<file path="src/design/dot_cfg.svh">
`ifndef DOT_CFG_SVH
`define DOT_CFG_SVH

// lanes per transfer, a power of two from 2 to 64
`define DOT_LANES 16

// signed fixed point, 3 integer bits and 12 fraction bits
`define DOT_DATA_WIDTH 16
`define DOT_FRAC_BITS 12

`define DOT_TAG_WIDTH 8

// credits held upstream after reset, same as the result buffer depth
`define DOT_CREDITS 8

`endif

</file>
<file path="src/design/fixed_pkg.sv">
`default_nettype none

`include "dot_cfg.svh"

package fixed_pkg;

	// one lane operand, lane product or sum
	typedef logic signed [`DOT_DATA_WIDTH-1:0] fix_t;

	// full product of two magnitudes
	typedef logic [2*`DOT_DATA_WIDTH-1:0] mag_prod_t;

	// lane 0 sits in the low bits
	typedef logic [`DOT_LANES*`DOT_DATA_WIDTH-1:0] lane_vec_t;

endpackage

`default_nettype wire

</file>
<file path="src/design/stream_pkg.sv">
`default_nettype none

`include "dot_cfg.svh"

package stream_pkg;

	typedef logic [`DOT_TAG_WIDTH-1:0] tag_t; // matched by the upstream

	// buffer index plus a wrap bit for full vs empty
	typedef logic [$clog2(`DOT_CREDITS):0] fifo_ptr_t;

endpackage

`default_nettype wire

</file>
<file path="src/design/result_fifo.sv">
`timescale 1ns/1ps
`default_nettype none

`include "dot_cfg.svh"

module result_fifo
	import fixed_pkg::*, stream_pkg::*;
(
	input  wire  clk,
	input  wire  reset,
	input  wire  sum_valid,
	input  wire  fix_t sum,
	input  wire  tag_t sum_tag,
	output logic out_valid,
	output fix_t out_sum,
	output tag_t out_tag,
	input  wire  out_ready,
	output logic in_credit
);

	localparam int DEPTH = `DOT_CREDITS;   // power of two
	localparam int AW    = $clog2(DEPTH);

	fix_t sum_mem [DEPTH];
	tag_t tag_mem [DEPTH];

	fifo_ptr_t wr_ptr;
	fifo_ptr_t rd_ptr;
	logic      pop;

	// pointers differ in wrap bit only when full
	assign out_valid = (wr_ptr != rd_ptr);
	assign pop       = out_valid && out_ready;

	// head entry shown directly, steady until popped
	assign out_sum = sum_mem[rd_ptr[AW-1:0]];
	assign out_tag = tag_mem[rd_ptr[AW-1:0]];

	// no full check, the upstream never holds more credits than slots
	always_ff @(posedge clk) begin
		if (sum_valid) begin
			sum_mem[wr_ptr[AW-1:0]] <= sum;
			tag_mem[wr_ptr[AW-1:0]] <= sum_tag;
		end
	end

	always_ff @(posedge clk) begin
		if (!reset) begin
			wr_ptr    <= '0;
			rd_ptr    <= '0;
			in_credit <= 1'b0;
		end else begin
			if (sum_valid)
				wr_ptr <= wr_ptr + 1'b1;
			if (pop)
				rd_ptr <= rd_ptr + 1'b1;
			in_credit <= pop; // slot freed, one credit back
		end
	end

endmodule

`default_nettype wire

</file>
<file path="config.mk">
export PLATFORM = sky130hd
export DESIGN_NAME = result_fifo
export DESIGN_NICKNAME = d
export VERILOG_FILES = /design/src/design/fixed_pkg.sv /design/src/design/stream_pkg.sv /design/src/design/result_fifo.sv
export VERILOG_INCLUDE_DIRS = /design/src /design/src/design
export SDC_FILE = /design/constraint.sdc
export NUM_CORES = 1
export LEC_CHECK = 0
export BUFFER_PORTS_ARGS = -buffer_cell sky130_fd_sc_hd__buf_2
export CAP_MARGIN = 20
export CORE_MARGIN = 4
export CORE_UTILIZATION = 60
export CTS_CLUSTER_SIZE = 25
export DETAILED_ROUTE_END_ITERATION = 10
export PLACE_DENSITY_LB_ADDON = 0.1
export SKIP_LAST_GASP = 1
export SYNTH_ARGS = -nofsm -noshare
export SYNTH_HDL_FRONTEND = slang
export SYNTH_SLANG_ARGS = --single-unit
</file>
<file path="constraint.sdc">
create_clock -name clk -period 4.6 [get_ports clk]
set_clock_uncertainty 0.05 [all_clocks]
set_input_delay 0.23 -clock clk [delete_from_list [all_inputs] [get_ports clk]]
set_output_delay 0.23 -clock clk [all_outputs]
set_load 0.005 [all_outputs]
</file>
==> results.py <==
metrics = {
    "power": {
        "power_switching_uw": 903,
        "power_density_nw_per_um2": 458,
        "switching_share_pct": 21.6,
        "p_seq_share_pct": 52.3,
        "power_uw": 4190,
        "p_comb_share_pct": 11.1,
        "clkPwrFrac_pct": 36.7,
        "leakagePower_uw": 0.00298,
        "internal_power_uw": 3280,
        "peakVddDrop_mv": 0.318,
    },
    "global_routing": {
        "grt_pass1_wl_um": 21800,
        "grt_max_degree": 49,
        "gr-usage-all-layers_pct": 19.7,
        "grt_pass1_vias": 3821,
        "gr-total-overflow": 0,
        "grt_antenna_before_repair": 1,
    },
    "logic_synthesis": {
        "synth_ff_type": "edfxtp_1",
        "seq_area_frac_synth_pct": 77.1,
        "syn_area_um2": 7790,
        "ys_warn_count": 0,
        "yosysUniqueCellTypes": 27,
        "synth-edff-count": 192,
        "syn_area_per_cell_um2": 22.9,
        "synth_cells": 340,
        "syn_nets": 370,
        "ys_seq_elements": 204,
        "async_flop_share_pct": 0,
    },
    "critical_path": {
        "crit_path_end_kind": "output port",
        "cp_slowest_cell": "dfxtp_4",
        "required_ps": 4320,
        "cpPeakStageDelay_ps": 960,
        "critPathKind": "reg2out",
        "rrSetupSlack_ps": 2400,
        "cp_cell_sequence": "mux4_2 -> mux2_2 -> buf_2",
        "setup.worst_path.start_class": "register",
        "crit_fanout": 48,
        "cp_data_arrival_time_ps": 2560,
    },
    "final_layout": {
        "final_area_um2": 9150,
        "final_util_pct": 72.2,
        "synthToLayoutAreaGrowth_pct": 17.4,
        "nets": 465,
        "drive_above_1_share_pct": 38.2,
        "final_cell_mix": "edfxtp_1 (192), buf_2 (53), mux4_2 (48)",
        "final_common_cell": "edfxtp_1",
    },
    "die": {
        "die_x_um": 122,
        "coreArea_um2": 12700,
        "rows": 41,
        "dieArea_um2": 14900,
        "pin_count": 54,
        "die_h_um": 122,
        "initial_core_util_pct": 61.5,
    },
    "route": {
        "drtIter0Drc": 409,
        "drtAntennaViolNets": 0,
        "wire_per_inst_um": 22.2,
        "wirelength_um": 13800,
        "first_pass_iters": 4,
        "routed_via_density": 5.72,
        "num_vias": 3552,
        "drc": 0,
    },
    "timing": {
        "tightest_slew_ps": 992,
        "setup-violations-final": 0,
        "hold_violations": 0,
        "fin_ws_ps": 1760,
        "rsz0062_at_grt": "no",
        "clock.fmax_mhz": 352,
        "fin_crit_ps": 2840,
        "slew_headroom_pct": 33.8,
        "slew_violations": 0,
        "tns_ps": 0,
        "finalCritPeriodShare_pct": 61.8,
    },
    "run": {
        "drv_cap": 0,
    },
    "cts": {
        "htree_levels": 1,
        "clock_sink_count": 204,
        "clkLatencyLatePin_ps": 480,
        "root_buffer": "clkbuf_16",
        "numCtsBuffers": 21,
        "cts_tree": "done",
        "clock_path_buffers": 3,
        "clk_pin_slew_worst_paths_ps": 60,
    },
    "placed_design": {
        "dpl_cell_area_um2": 8270,
        "place_ws_ps": 2200,
        "io_buffers": 53,
        "dpl.hpwl_um": 7440,
        "place.gp.congestion": 0.706,
    },
    "outcome": {
        "outcome": "finished clean",
    },
    "worst_hold_path": {
        "hp-class": "in2reg",
    },
}
## critical path, delay by kind of cell, from the launching register on
kind | cells | cell delay, ps
flops | 1 | 960
mux | 2 | 910
buf+inv | 1 | 130
## stage by stage
| stage | std cells | hold WS, ps |
|---|---|---|
| 2_1_floorplan | 340 | 279 |
| 3_3_place_gp | 559 | 428 |
| 3_5_place_dp | 559 | 433 |
| 4_1_cts | 620 | 34.7 |
| 5_1_grt | 621 | 35.5 |
| 6_report | 621 | 45.8 |
## cell usage after synthesis, types with 3 or more instances
library cell | n | area, um^2
dfxtp_1 | 12 | 240
mux4_2 | 48 | 1080
edfxtp_1 | 192 | 5770
xnor2_1 | 6 | 52.6
a21boi_1 | 3 | 22.5
nand2_1 | 4 | 15.0
buf_2 | 7 | 35.0
o21ai_0 | 4 | 20.0
buf_6 | 4 | 45.0
clkbuf_1 | 5 | 18.8
and2_1 | 5 | 31.3
mux2_2 | 20 | 225
nor2_1 | 6 | 22.5
mux2_4 | 4 | 60.1
## power groups by stage
stage               clock [uW]  sequential [uW]  combinational [uW]
floorplan                    0             2140                 394
global placement             0             2230                 442
detailed placement           0             2230                 450
CTS                       1560             2190                 470
global route              1650             2210                 501
finish                    1540             2190                 463
## area by class of cell
| class | instances | area (um^2) |
|---|---|---|
| fill | 787 | 3520 |
| tap | 172 | 215 |
| inverter | 2 | 7.51 |
| sequential | 204 | 6010 |
| multi-input combinational | 118 | 1700 |
| antenna | 1 | 2.50 |
| clock buffer | 26 | 544 |
| clock inverter | 10 | 75.1 |
| timing repair buffer | 88 | 591 |
## flip-flops by register name (all words and copies together) (netlist names), named ones only
signal and cells:
tag_mem 64, in_credit 1, sum_mem 128, wr_ptr 4
rd_ptr 4
## per-layer routing
layer	up-vias	GRT usage [%]	routed length, um
li1	1602	-	-
met1	1845	28.8	5970
met2	88	31.8	6910
met3	17	3.62	738
met4	0	4.27	169
met5	-	0	0
## cell families (layout without fill, tap and decap cells)
family,count (synthesis),in the layout,synth area share [%]
flops,204,204,77.1
compound gates,8,8,0.819
buf+inv,18,126,1.37
simple gates,27,27,1.80
other cells,0,1,0
fa+ha+maj,2,2,0.321
xor+xnor,8,8,0.900
mux,73,73,17.7
## worst paths after layout
| path | from | to | depth (start not counted) |
|---|---|---|---|
| worst min register to register | rd_ptr[3]$_SDFFE_PN0P_ | rd_ptr[3]$_SDFFE_PN0P_ | 2 |
| worst max register to register | wr_ptr[2]$_SDFFE_PN0P_ | sum_mem[4][1]$_DFFE_PP_ | 3 |
| worst max-delay path | register | out_tag[7] | 3 |
| worst min-delay path | reset | rd_ptr[2]$_SDFFE_PN0P_ | 2 |
## what timing repair did
action,CTS,global route
gates resized for setup,0,0
buffers inserted,0,0
setup endpoints to repair,0,0
endpoints found under the hold margin,192,0
hold buffers,25,0
(Power assumes the default switching activity.)
