**config.mk**
```make
export PLATFORM = sky130hd
export DESIGN_NAME = adder_tree
export DESIGN_NICKNAME = d
export VERILOG_FILES = /design/src/design/fixed_pkg.sv /design/src/design/stream_pkg.sv /design/src/design/adder_tree.sv
export VERILOG_INCLUDE_DIRS = /design/src /design/src/design
export SDC_FILE = /design/constraint.sdc
export NUM_CORES = 1
export LEC_CHECK = 0
export BUFFER_PORTS_ARGS = -buffer_cell sky130_fd_sc_hd__buf_2
export CORE_AREA = 5 5 179 138
export DETAILED_ROUTE_END_ITERATION = 7
export DIE_AREA = 0 0 184 143
export PLACE_DENSITY_LB_ADDON = 0.12
export SYNTH_ARGS = -nofsm -noshare
export SYNTH_HDL_FRONTEND = slang
export SYNTH_SLANG_ARGS = --single-unit
```
**constraint.sdc**
```tcl
create_clock -name clk -period 3.6 [get_ports clk]
set_clock_uncertainty 0.05 [all_clocks]
set_input_delay 0.18 -clock clk [delete_from_list [all_inputs] [get_ports clk]]
set_output_delay 0.18 -clock clk [all_outputs]
set_load 0.05 [all_outputs]
```
**src/design/dot_cfg.svh**
```systemverilog
`ifndef DOT_CFG_SVH
`define DOT_CFG_SVH

// lanes per transfer, a power of two from 2 to 64
`define DOT_LANES 16

// signed fixed point, 3 integer bits and 12 fraction bits
`define DOT_DATA_WIDTH 16
`define DOT_FRAC_BITS 12

`define DOT_TAG_WIDTH 8

// credits held upstream after reset, same as the result buffer depth
`define DOT_CREDITS 8

`endif

```
**src/design/fixed_pkg.sv**
```systemverilog
`default_nettype none

`include "dot_cfg.svh"

package fixed_pkg;

	// one lane operand, lane product or sum
	typedef logic signed [`DOT_DATA_WIDTH-1:0] fix_t;

	// full product of two magnitudes
	typedef logic [2*`DOT_DATA_WIDTH-1:0] mag_prod_t;

	// lane 0 sits in the low bits
	typedef logic [`DOT_LANES*`DOT_DATA_WIDTH-1:0] lane_vec_t;

endpackage

`default_nettype wire

```
**src/design/stream_pkg.sv**
```systemverilog
`default_nettype none

`include "dot_cfg.svh"

package stream_pkg;

	typedef logic [`DOT_TAG_WIDTH-1:0] tag_t; // matched by the upstream

	// buffer index plus a wrap bit for full vs empty
	typedef logic [$clog2(`DOT_CREDITS):0] fifo_ptr_t;

endpackage

`default_nettype wire

```
**src/design/adder_tree.sv**
```systemverilog
`timescale 1ns/1ps
`default_nettype none

`include "dot_cfg.svh"

module adder_tree
	import fixed_pkg::*, stream_pkg::*;
(
	input  wire  clk,
	input  wire  reset,
	input  wire  prod_valid,
	input  wire  lane_vec_t prod_vec,
	input  wire  tag_t prod_tag,
	output logic sum_valid,
	output fix_t sum,
	output tag_t sum_tag
);

	localparam int LEVELS = $clog2(`DOT_LANES);
	localparam int MID    = LEVELS / 2;          // register bank after this level
	localparam int MID_N  = `DOT_LANES >> MID;   // partial sums held there

	fix_t mid_q [MID_N];
	logic mid_valid;
	tag_t mid_tag;

	// level 0 is the lane products, level LEVELS the full sum
	for (genvar l = 0; l <= LEVELS; l++) begin : g_lvl
		fix_t node [`DOT_LANES >> l];

		if (l == 0) begin : g_in
			for (genvar j = 0; j < `DOT_LANES; j++) begin : g_node
				assign node[j] = prod_vec[j*`DOT_DATA_WIDTH +: `DOT_DATA_WIDTH];
			end
		end else if (l == MID + 1) begin : g_from_reg
			for (genvar j = 0; j < (`DOT_LANES >> l); j++) begin : g_node
				assign node[j] = mid_q[2*j] + mid_q[2*j+1];
			end
		end else begin : g_add
			for (genvar j = 0; j < (`DOT_LANES >> l); j++) begin : g_node
				assign node[j] = g_lvl[l-1].node[2*j] + g_lvl[l-1].node[2*j+1];
			end
		end
	end

	// adds wrap at 16 bits, so pairing order does not change the sum
	always_ff @(posedge clk) begin
		for (int k = 0; k < MID_N; k++) begin
			mid_q[k] <= g_lvl[MID].node[k];
		end
	end

	always_ff @(posedge clk) begin
		if (prod_valid)
			mid_tag <= prod_tag;
		if (mid_valid)
			sum_tag <= mid_tag;
		sum <= g_lvl[LEVELS].node[0];
	end

	always_ff @(posedge clk) begin
		if (!reset) begin
			mid_valid <= 1'b0;
			sum_valid <= 1'b0;
		end else begin
			mid_valid <= prod_valid;
			sum_valid <= mid_valid;
		end
	end

endmodule

`default_nettype wire

```
==> metrics.txt, run 1 <==
CP Data Arrival Time 3.60 ns; Core Area roughly 23000 sq um; main flop type after synthesis dfxtp_1; Crit Reg-Reg Startpoint mid_q[3][1]; port buffer count ~290; Yosys reg bits 98; commonest non-fill, non-tap cell in the layout inv_1; most frequent CP cell fa_1; yosys warns 0; Final Setup Violations 0; clock sink count 98; Ports 292; # rows 48; Max FO, Critical Path 4; Cell variety after synth 59; pwr/cell area approximately 1000 nW/um^2; DRC Markers 0; antenna diode count 0; CP Launch Type flop; RePlAce Congestion about 0.92; Slew @ Worst Pin 0.545 ns; final net count 1911; Final min period 3.41 ns; first-pass GRT wire length between 30000 and 40000 microns; Via-to-Cell Ratio roughly 4.5; worst skew pair latency 0.35 ns; Mapped Avg Cell Area ~9.1 sq um; Final HPWL DP 18200 microns; Starting Density 0.443; DP Worst Slack 0.0564 ns; Final Hold Fails 0; clock buffer depth 2; die height 143 microns; Tot Pwr 12.4 mW; Die ar. 26300 sq um; DRT iter0 DRCs 239; Max Slew Vio Count 0; Final ANT Viol Nets 0; syn_nets 1594; area post-placement between 10000 and 15000 sq um; most frequent cells in the layout 414 x inv_1, 291 x buf_2, 150 x fa_1, 82 x dfxtp_1, 75 x ha_1; Final Cycle Share 0.946; Fmax 0.293 GHz; first drt pass iteration count 4; layout cells sized above 1 0.225; Post-Layout Inst Area 12300 sq um; # H-tree levels 3; vias in the first global route 7549; Max VDD drop about 1.1 mV; register area share after synthesis 0.211; critical hold path startpoint prod_vec[112]; CP required 3.79 ns; CP max stage delay 0.52 ns; Hold WC Path Type in -> reg; Global Route Usage Sum 0.156; MaxCap Viol Count 0; area grow syn2layout 22.8%; Cell Area, Synth 10000 sq um; initial antenna violation count 0; final worst-path setup slack roughly 0.19 ns; die width 184 microns; WS Path Type reg -> reg; clock root buffer clkbuf_16; Remaining Overflow, GRT 0; Routed WL 20400 microns; Leakage just under 7 nW; Synth async-reset ratio 0; Setup crit start mid_q[3][1]; CTS tree done; Cell Chain, Critical Path inv_1 -> fa_1 -> inv_1 -> fa_1 -> ha_1 -> fa_1 -> a211oi_2 -> o211a_1 -> o31ai_4 -> a2111oi_4 -> a21oi_1 -> xnor2_1; Final Core Density 0.543; CTS Buf Count 9; max_slew headroom 0.635; status finished clean; Max stage delay cell, worst path fa_1; fillcell total 2238; EDFF count, synth 16; pin count of the biggest net entering global routing 19; Worst-path clk slew 0.07 ns; DR WL/cell between 10 and 15 microns; flop2flop setup slack 0.19 ns; via count 7721; Critical Path Sink Type flop; Mapped Cells 1102
state kept, by name (all words and copies together), names as in the netlist:
register	flops
sum_valid	1
sum_tag	8
mid_tag	8
sum	16
mid_q	64
mid_valid	1
path summary, 6_finish.rpt:
kind / endpoint / depth (start not counted)
worst max-delay path: sum[15] / 12
worst min-delay path: mid_q[1][0] / 2
worst max register to register: sum[15] / 12
worst min register to register: sum_tag[6] / 0
synthesized netlist by cell type, types with 2 or more instances:
master     instances  area, sq um
a21o_1            17          128
o311ai_1           2         17.5
a21boi_1           2         15.0
o2bb2ai_1          2         17.5
a211o_1            3         26.3
nor2b_1            9         56.3
nand2_1           21         78.8
a2111o_1           2         22.5
fa_1             150         3000
xnor2_1           56          490
a311oi_1           2         17.5
inv_1            414         1550
o22ai_1            4         25.0
nand4_1            2         12.5
edfxtp_1          16          480
a211oi_1          23          173
nand3_1            5         25.0
a41oi_1            3         26.3
dfxtp_1           82         1640
o211ai_1           2         15.0
xor2_1            20          175
nor2_1            39          146
a31oi_1            4         25.0
a21boi_0           3         22.5
nor3_1             8         40.0
a21oi_1           38          190
or3_1              5         31.3
o21a_1             8         60.1
o21ai_0           30          150
o21bai_1           2         15.0
a2111oi_0          5         43.8
and2_1             2         12.5
o31ai_1            4         30.0
o21ai_1           14         70.1
nand2b_1           5         31.3
ha_1              75          938
kinds of logic (layout without fill, tap and decap cells):
kind of cell	Yosys count	count (layout)	synth area share
simple gates	105	105	0.0502
flops	98	98	0.211
xor+xnor	76	76	0.0663
mux	1	1	0.000996
fa+ha+maj	225	225	0.392
buf+inv	416	738	0.156
compound gates	181	181	0.124
through the flow:
step | instances | TNS (ns) | hold WS [ns]
floorplan | 1102 | 0 | 0.229
global placement | 1695 | 0 | 0.307
detailed placement | 1695 | 0 | 0.309
CTS | 1723 | 0 | 0.00118
global route | 1724 | -0.0259 | 0.0237
finish | 1724 | 0 | 0.0129
where the power goes:
| group | leakage (nW) | internal, mW | switching, mW |
|---|---|---|---|
| logic | 5.94 | 4.26 | 5.36 |
| clock network | 0.138 | 0.480 | 0.444 |
| registers | 0.845 | 1.75 | 0.145 |
repair_timing:
action                                 CTS  global route
hold buffers                            12             0
setup endpoints to repair                0             2
endpoints found under the hold margin   13             0
setup buffers                            0             1
resized for setup                        0             4
layer usage:
layer / routed length (microns) / vias up / global-route usage / share of wire
met4: 119 / 0 / 0.0210 / 0.0058
met2: 9580 / 221 / 0.256 / 0.47
met5: 0 / - / 0 / 0
met1: 9100 / 3543 / 0.220 / 0.45
met3: 1550 / 10 / 0.0339 / 0.076
li1: - / 3947 / - / -
worst max-delay path: cells and delay by family (launching register included):
family	cells	cell delay, ns
buffers and inverters	2	0.10
adders and majority gates	4	1.66
xor gates and xnor gates	1	0.13
DFF	1	0.31
AOI/OAI and AO/OA	5	1.05
area by class of cell:
type                       count  area [sq um]  area share
clock buffer                   9           225      0.0183
clock inverter                 7          58.8     0.00477
inverter                     414          1550       0.126
multi-input combinational    588          6390       0.518
sequential                    98          2120       0.172
tap                          300           375      0.0304
timing repair buffer         308          1610       0.131
Power figures use the tool's default switching activity.
==> run 2: changes to the inputs <==
- BUFFER_PORTS_ARGS: -buffer_cell sky130_fd_sc_hd__buf_2 -> default
- CORE_AREA: 5 5 179 138 -> 2 2 176 135
- DIE_AREA: 0 0 184 143 -> 0 0 178 137
- DONT_BUFFER_PORTS: default -> 1
==> run 2 against run 1 <==
Compared with the run above:
- critical path depth unchanged
- sequential share of layout area rose by 2.3 points
- die area shrank 7.3%
- clock-buffer cell count is the same
- largest power group unchanged
- highest routed layer unchanged
==> metrics.txt, run 2 (synthesis gave the netlist of run 1 again) <==
status finished clean (unchanged); most frequent cells in the layout 414 x inv_1, 149 x fa_1, 82 x dfxtp_1, 75 x ha_1, 56 x xnor2_1 (was 414 x inv_1, 291 x buf_2, 150 x fa_1, 82 x dfxtp_1, 75 x ha_1); clock buffer depth 2 (unchanged); CTS tree done (unchanged); DR WL/cell 12.7 microns (was 11.8 microns); non-filler cells, final 1432 (was 1724); CP required 3.79 ns (about the same); clock sink count 98 (unchanged); commonest non-fill, non-tap cell in the layout inv_1 (unchanged); pwr/cell area 1110 nW/um^2 (was 1010 nW/um^2); Via-to-Cell Ratio 4.66 (was 4.48); Max VDD drop 0.893 mV (was 1.14 mV); Slew @ Worst Pin 0.567 ns (was 0.545 ns); flop2flop setup slack 0.23 ns (was 0.19 ns); # rows 48 (unchanged); die height 137 microns (was 143 microns); Tot Pwr 12.1 mW (was 12.4 mW); Ports 292 (unchanged); Critical Path Sink Type flop (unchanged); Largest regs mid_q: 64 flops, sum: 16 flops (unchanged); DRC Markers 0 (unchanged); final worst-path setup slack 0.232 ns (was 0.193 ns); via count 6675 (was 7721); Max FO, Critical Path 4 (unchanged); antenna diode count 0 (unchanged); Remaining Overflow, GRT 0 (unchanged); Crit Reg-Reg Startpoint mid_q[3][1] (unchanged); layout cells sized above 1 0.0247 (was 0.225); Core Area 22600 sq um (was 22700 sq um); CP Data Arrival Time 3.56 ns (was 3.60 ns); clock root buffer clkbuf_16 (unchanged); Leakage 5.78 nW (was 6.92 nW); setup total negative slack 0 ns (unchanged); port buffer count 0 (was 291); Final HPWL DP 16000 microns (was 18200 microns); Final Hold Fails 0 (unchanged); placed insts 1402 (was 1695); area post-placement 10400 sq um (was 11900 sq um); initial antenna violation count 0 (unchanged); first drt pass iteration count 5 (was 4); area grow syn2layout 8.38% (was 22.8%); Final min period 3.37 ns (was 3.41 ns); CTS Buf Count 9 (unchanged); Final ANT Viol Nets 0 (unchanged); die width 178 microns (was 184 microns); # H-tree levels 3 (unchanged); hold-critical path endpoint mid_q[3][0] (was mid_q[1][0]); first-pass GRT wire length 29900 microns (was 33800 microns); Global Route Usage Sum 0.156 (about the same); reg2reg end sum[15] (unchanged); Fmax 0.297 GHz (was 0.293 GHz); r2r worst-path depth 12 (unchanged); CP Launch Type flop (unchanged); Final Cycle Share 0.936 (was 0.946); hold slack 0.0659 ns (was 0.0129 ns); Starting Density 0.444 (was 0.443); critical hold path startpoint prod_vec[224] (was prod_vec[112]); Worst-path clk slew 0.07 ns (about the same); RePlAce Congestion 0.848 (was 0.923); Final Core Density 0.481 (was 0.543); pin count of the biggest net entering global routing 19 (unchanged); Die ar. 24400 sq um (was 26300 sq um); Final Setup Violations 0 (unchanged); MaxCap Viol Count 0 (unchanged); Post-Layout Inst Area 10900 sq um (was 12300 sq um); WS Path Type reg -> reg (unchanged); Min-Delay Path Depth 2 (unchanged); max FFs per register 64 (unchanged); max_slew headroom 0.621 (was 0.635); Routed WL 18200 microns (was 20400 microns); RSZ-0062 raised after global routing false; vias in the first global route 6353 (was 7549); final net count 1619 (was 1911); register with the most flip-flops mid_q (unchanged); DRT iter0 DRCs 286 (was 239); DP Worst Slack 0.0374 ns (was 0.0564 ns); worst skew pair latency 0.35 ns (about the same); Hold WC Path Type in -> reg (unchanged); Max Slew Vio Count 0 (unchanged)
-- run 2: layer usage --
| metal | track usage | wire length (microns) | vias to the layer above |
|---|---|---|---|
| li1 | - | - | 3361 |
| met5 | 0 | 0 | - |
| met1 | 0.220 | 8820 | 3110 |
| met2 | 0.246 | 8220 | 192 |
| met4 | 0.0319 | 171 | 0 |
| met3 | 0.0336 | 940 | 12 |
-- run 2: how the worst max path moves through the flow --
stage,startpoint,endpoint,slack (ns)
floorplan,mid_q[3][1],sum[15],0.27
global placement,mid_q[3][1],sum[15],0.09
detailed placement,mid_q[3][1],sum[15],0.04
CTS,mid_q[3][1],sum[13],0.08
global route,mid_q[3][1],sum[15],0.04
finish,mid_q[3][1],sum[15],0.23
-- run 2: area by class of cell --
type / instances / area [sq um]
Tap cell: 300 / 375
Multi-Input combinational cell: 588 / 6380
Fill cell: 2184 / 11800
Clock inverter: 7 / 81.3
Inverter: 414 / 1550
Clock buffer: 9 / 225
Timing Repair Buffer: 16 / 155
Sequential cell: 98 / 2120
-- run 2: critical path, stage by stage, from the launching register on --
cell	delay (ns)
dfxtp_1	0.31
inv_1	0.05
fa_1	0.53
inv_1	0.05
fa_1	0.44
ha_1	0.23
fa_2	0.41
a211oi_2	0.24
o211a_1	0.25
o31ai_4	0.12
a2111oi_2	0.35
a21oi_1	0.09
xnor2_1	0.13
-- run 2: power breakdown --
part	total [mW]	internal, mW	switching, mW
clock network	0.997	0.551	0.446
logic	8.85	3.98	4.87
registers	2.29	1.75	0.537
-- run 2: repair_timing --
item,CTS,global route
pin swaps,0,2
gates resized for setup,1,3
buffers inserted,0,0
endpoints found under the hold margin,22,0
setup endpoints to repair,1,2
hold buffers,14,0
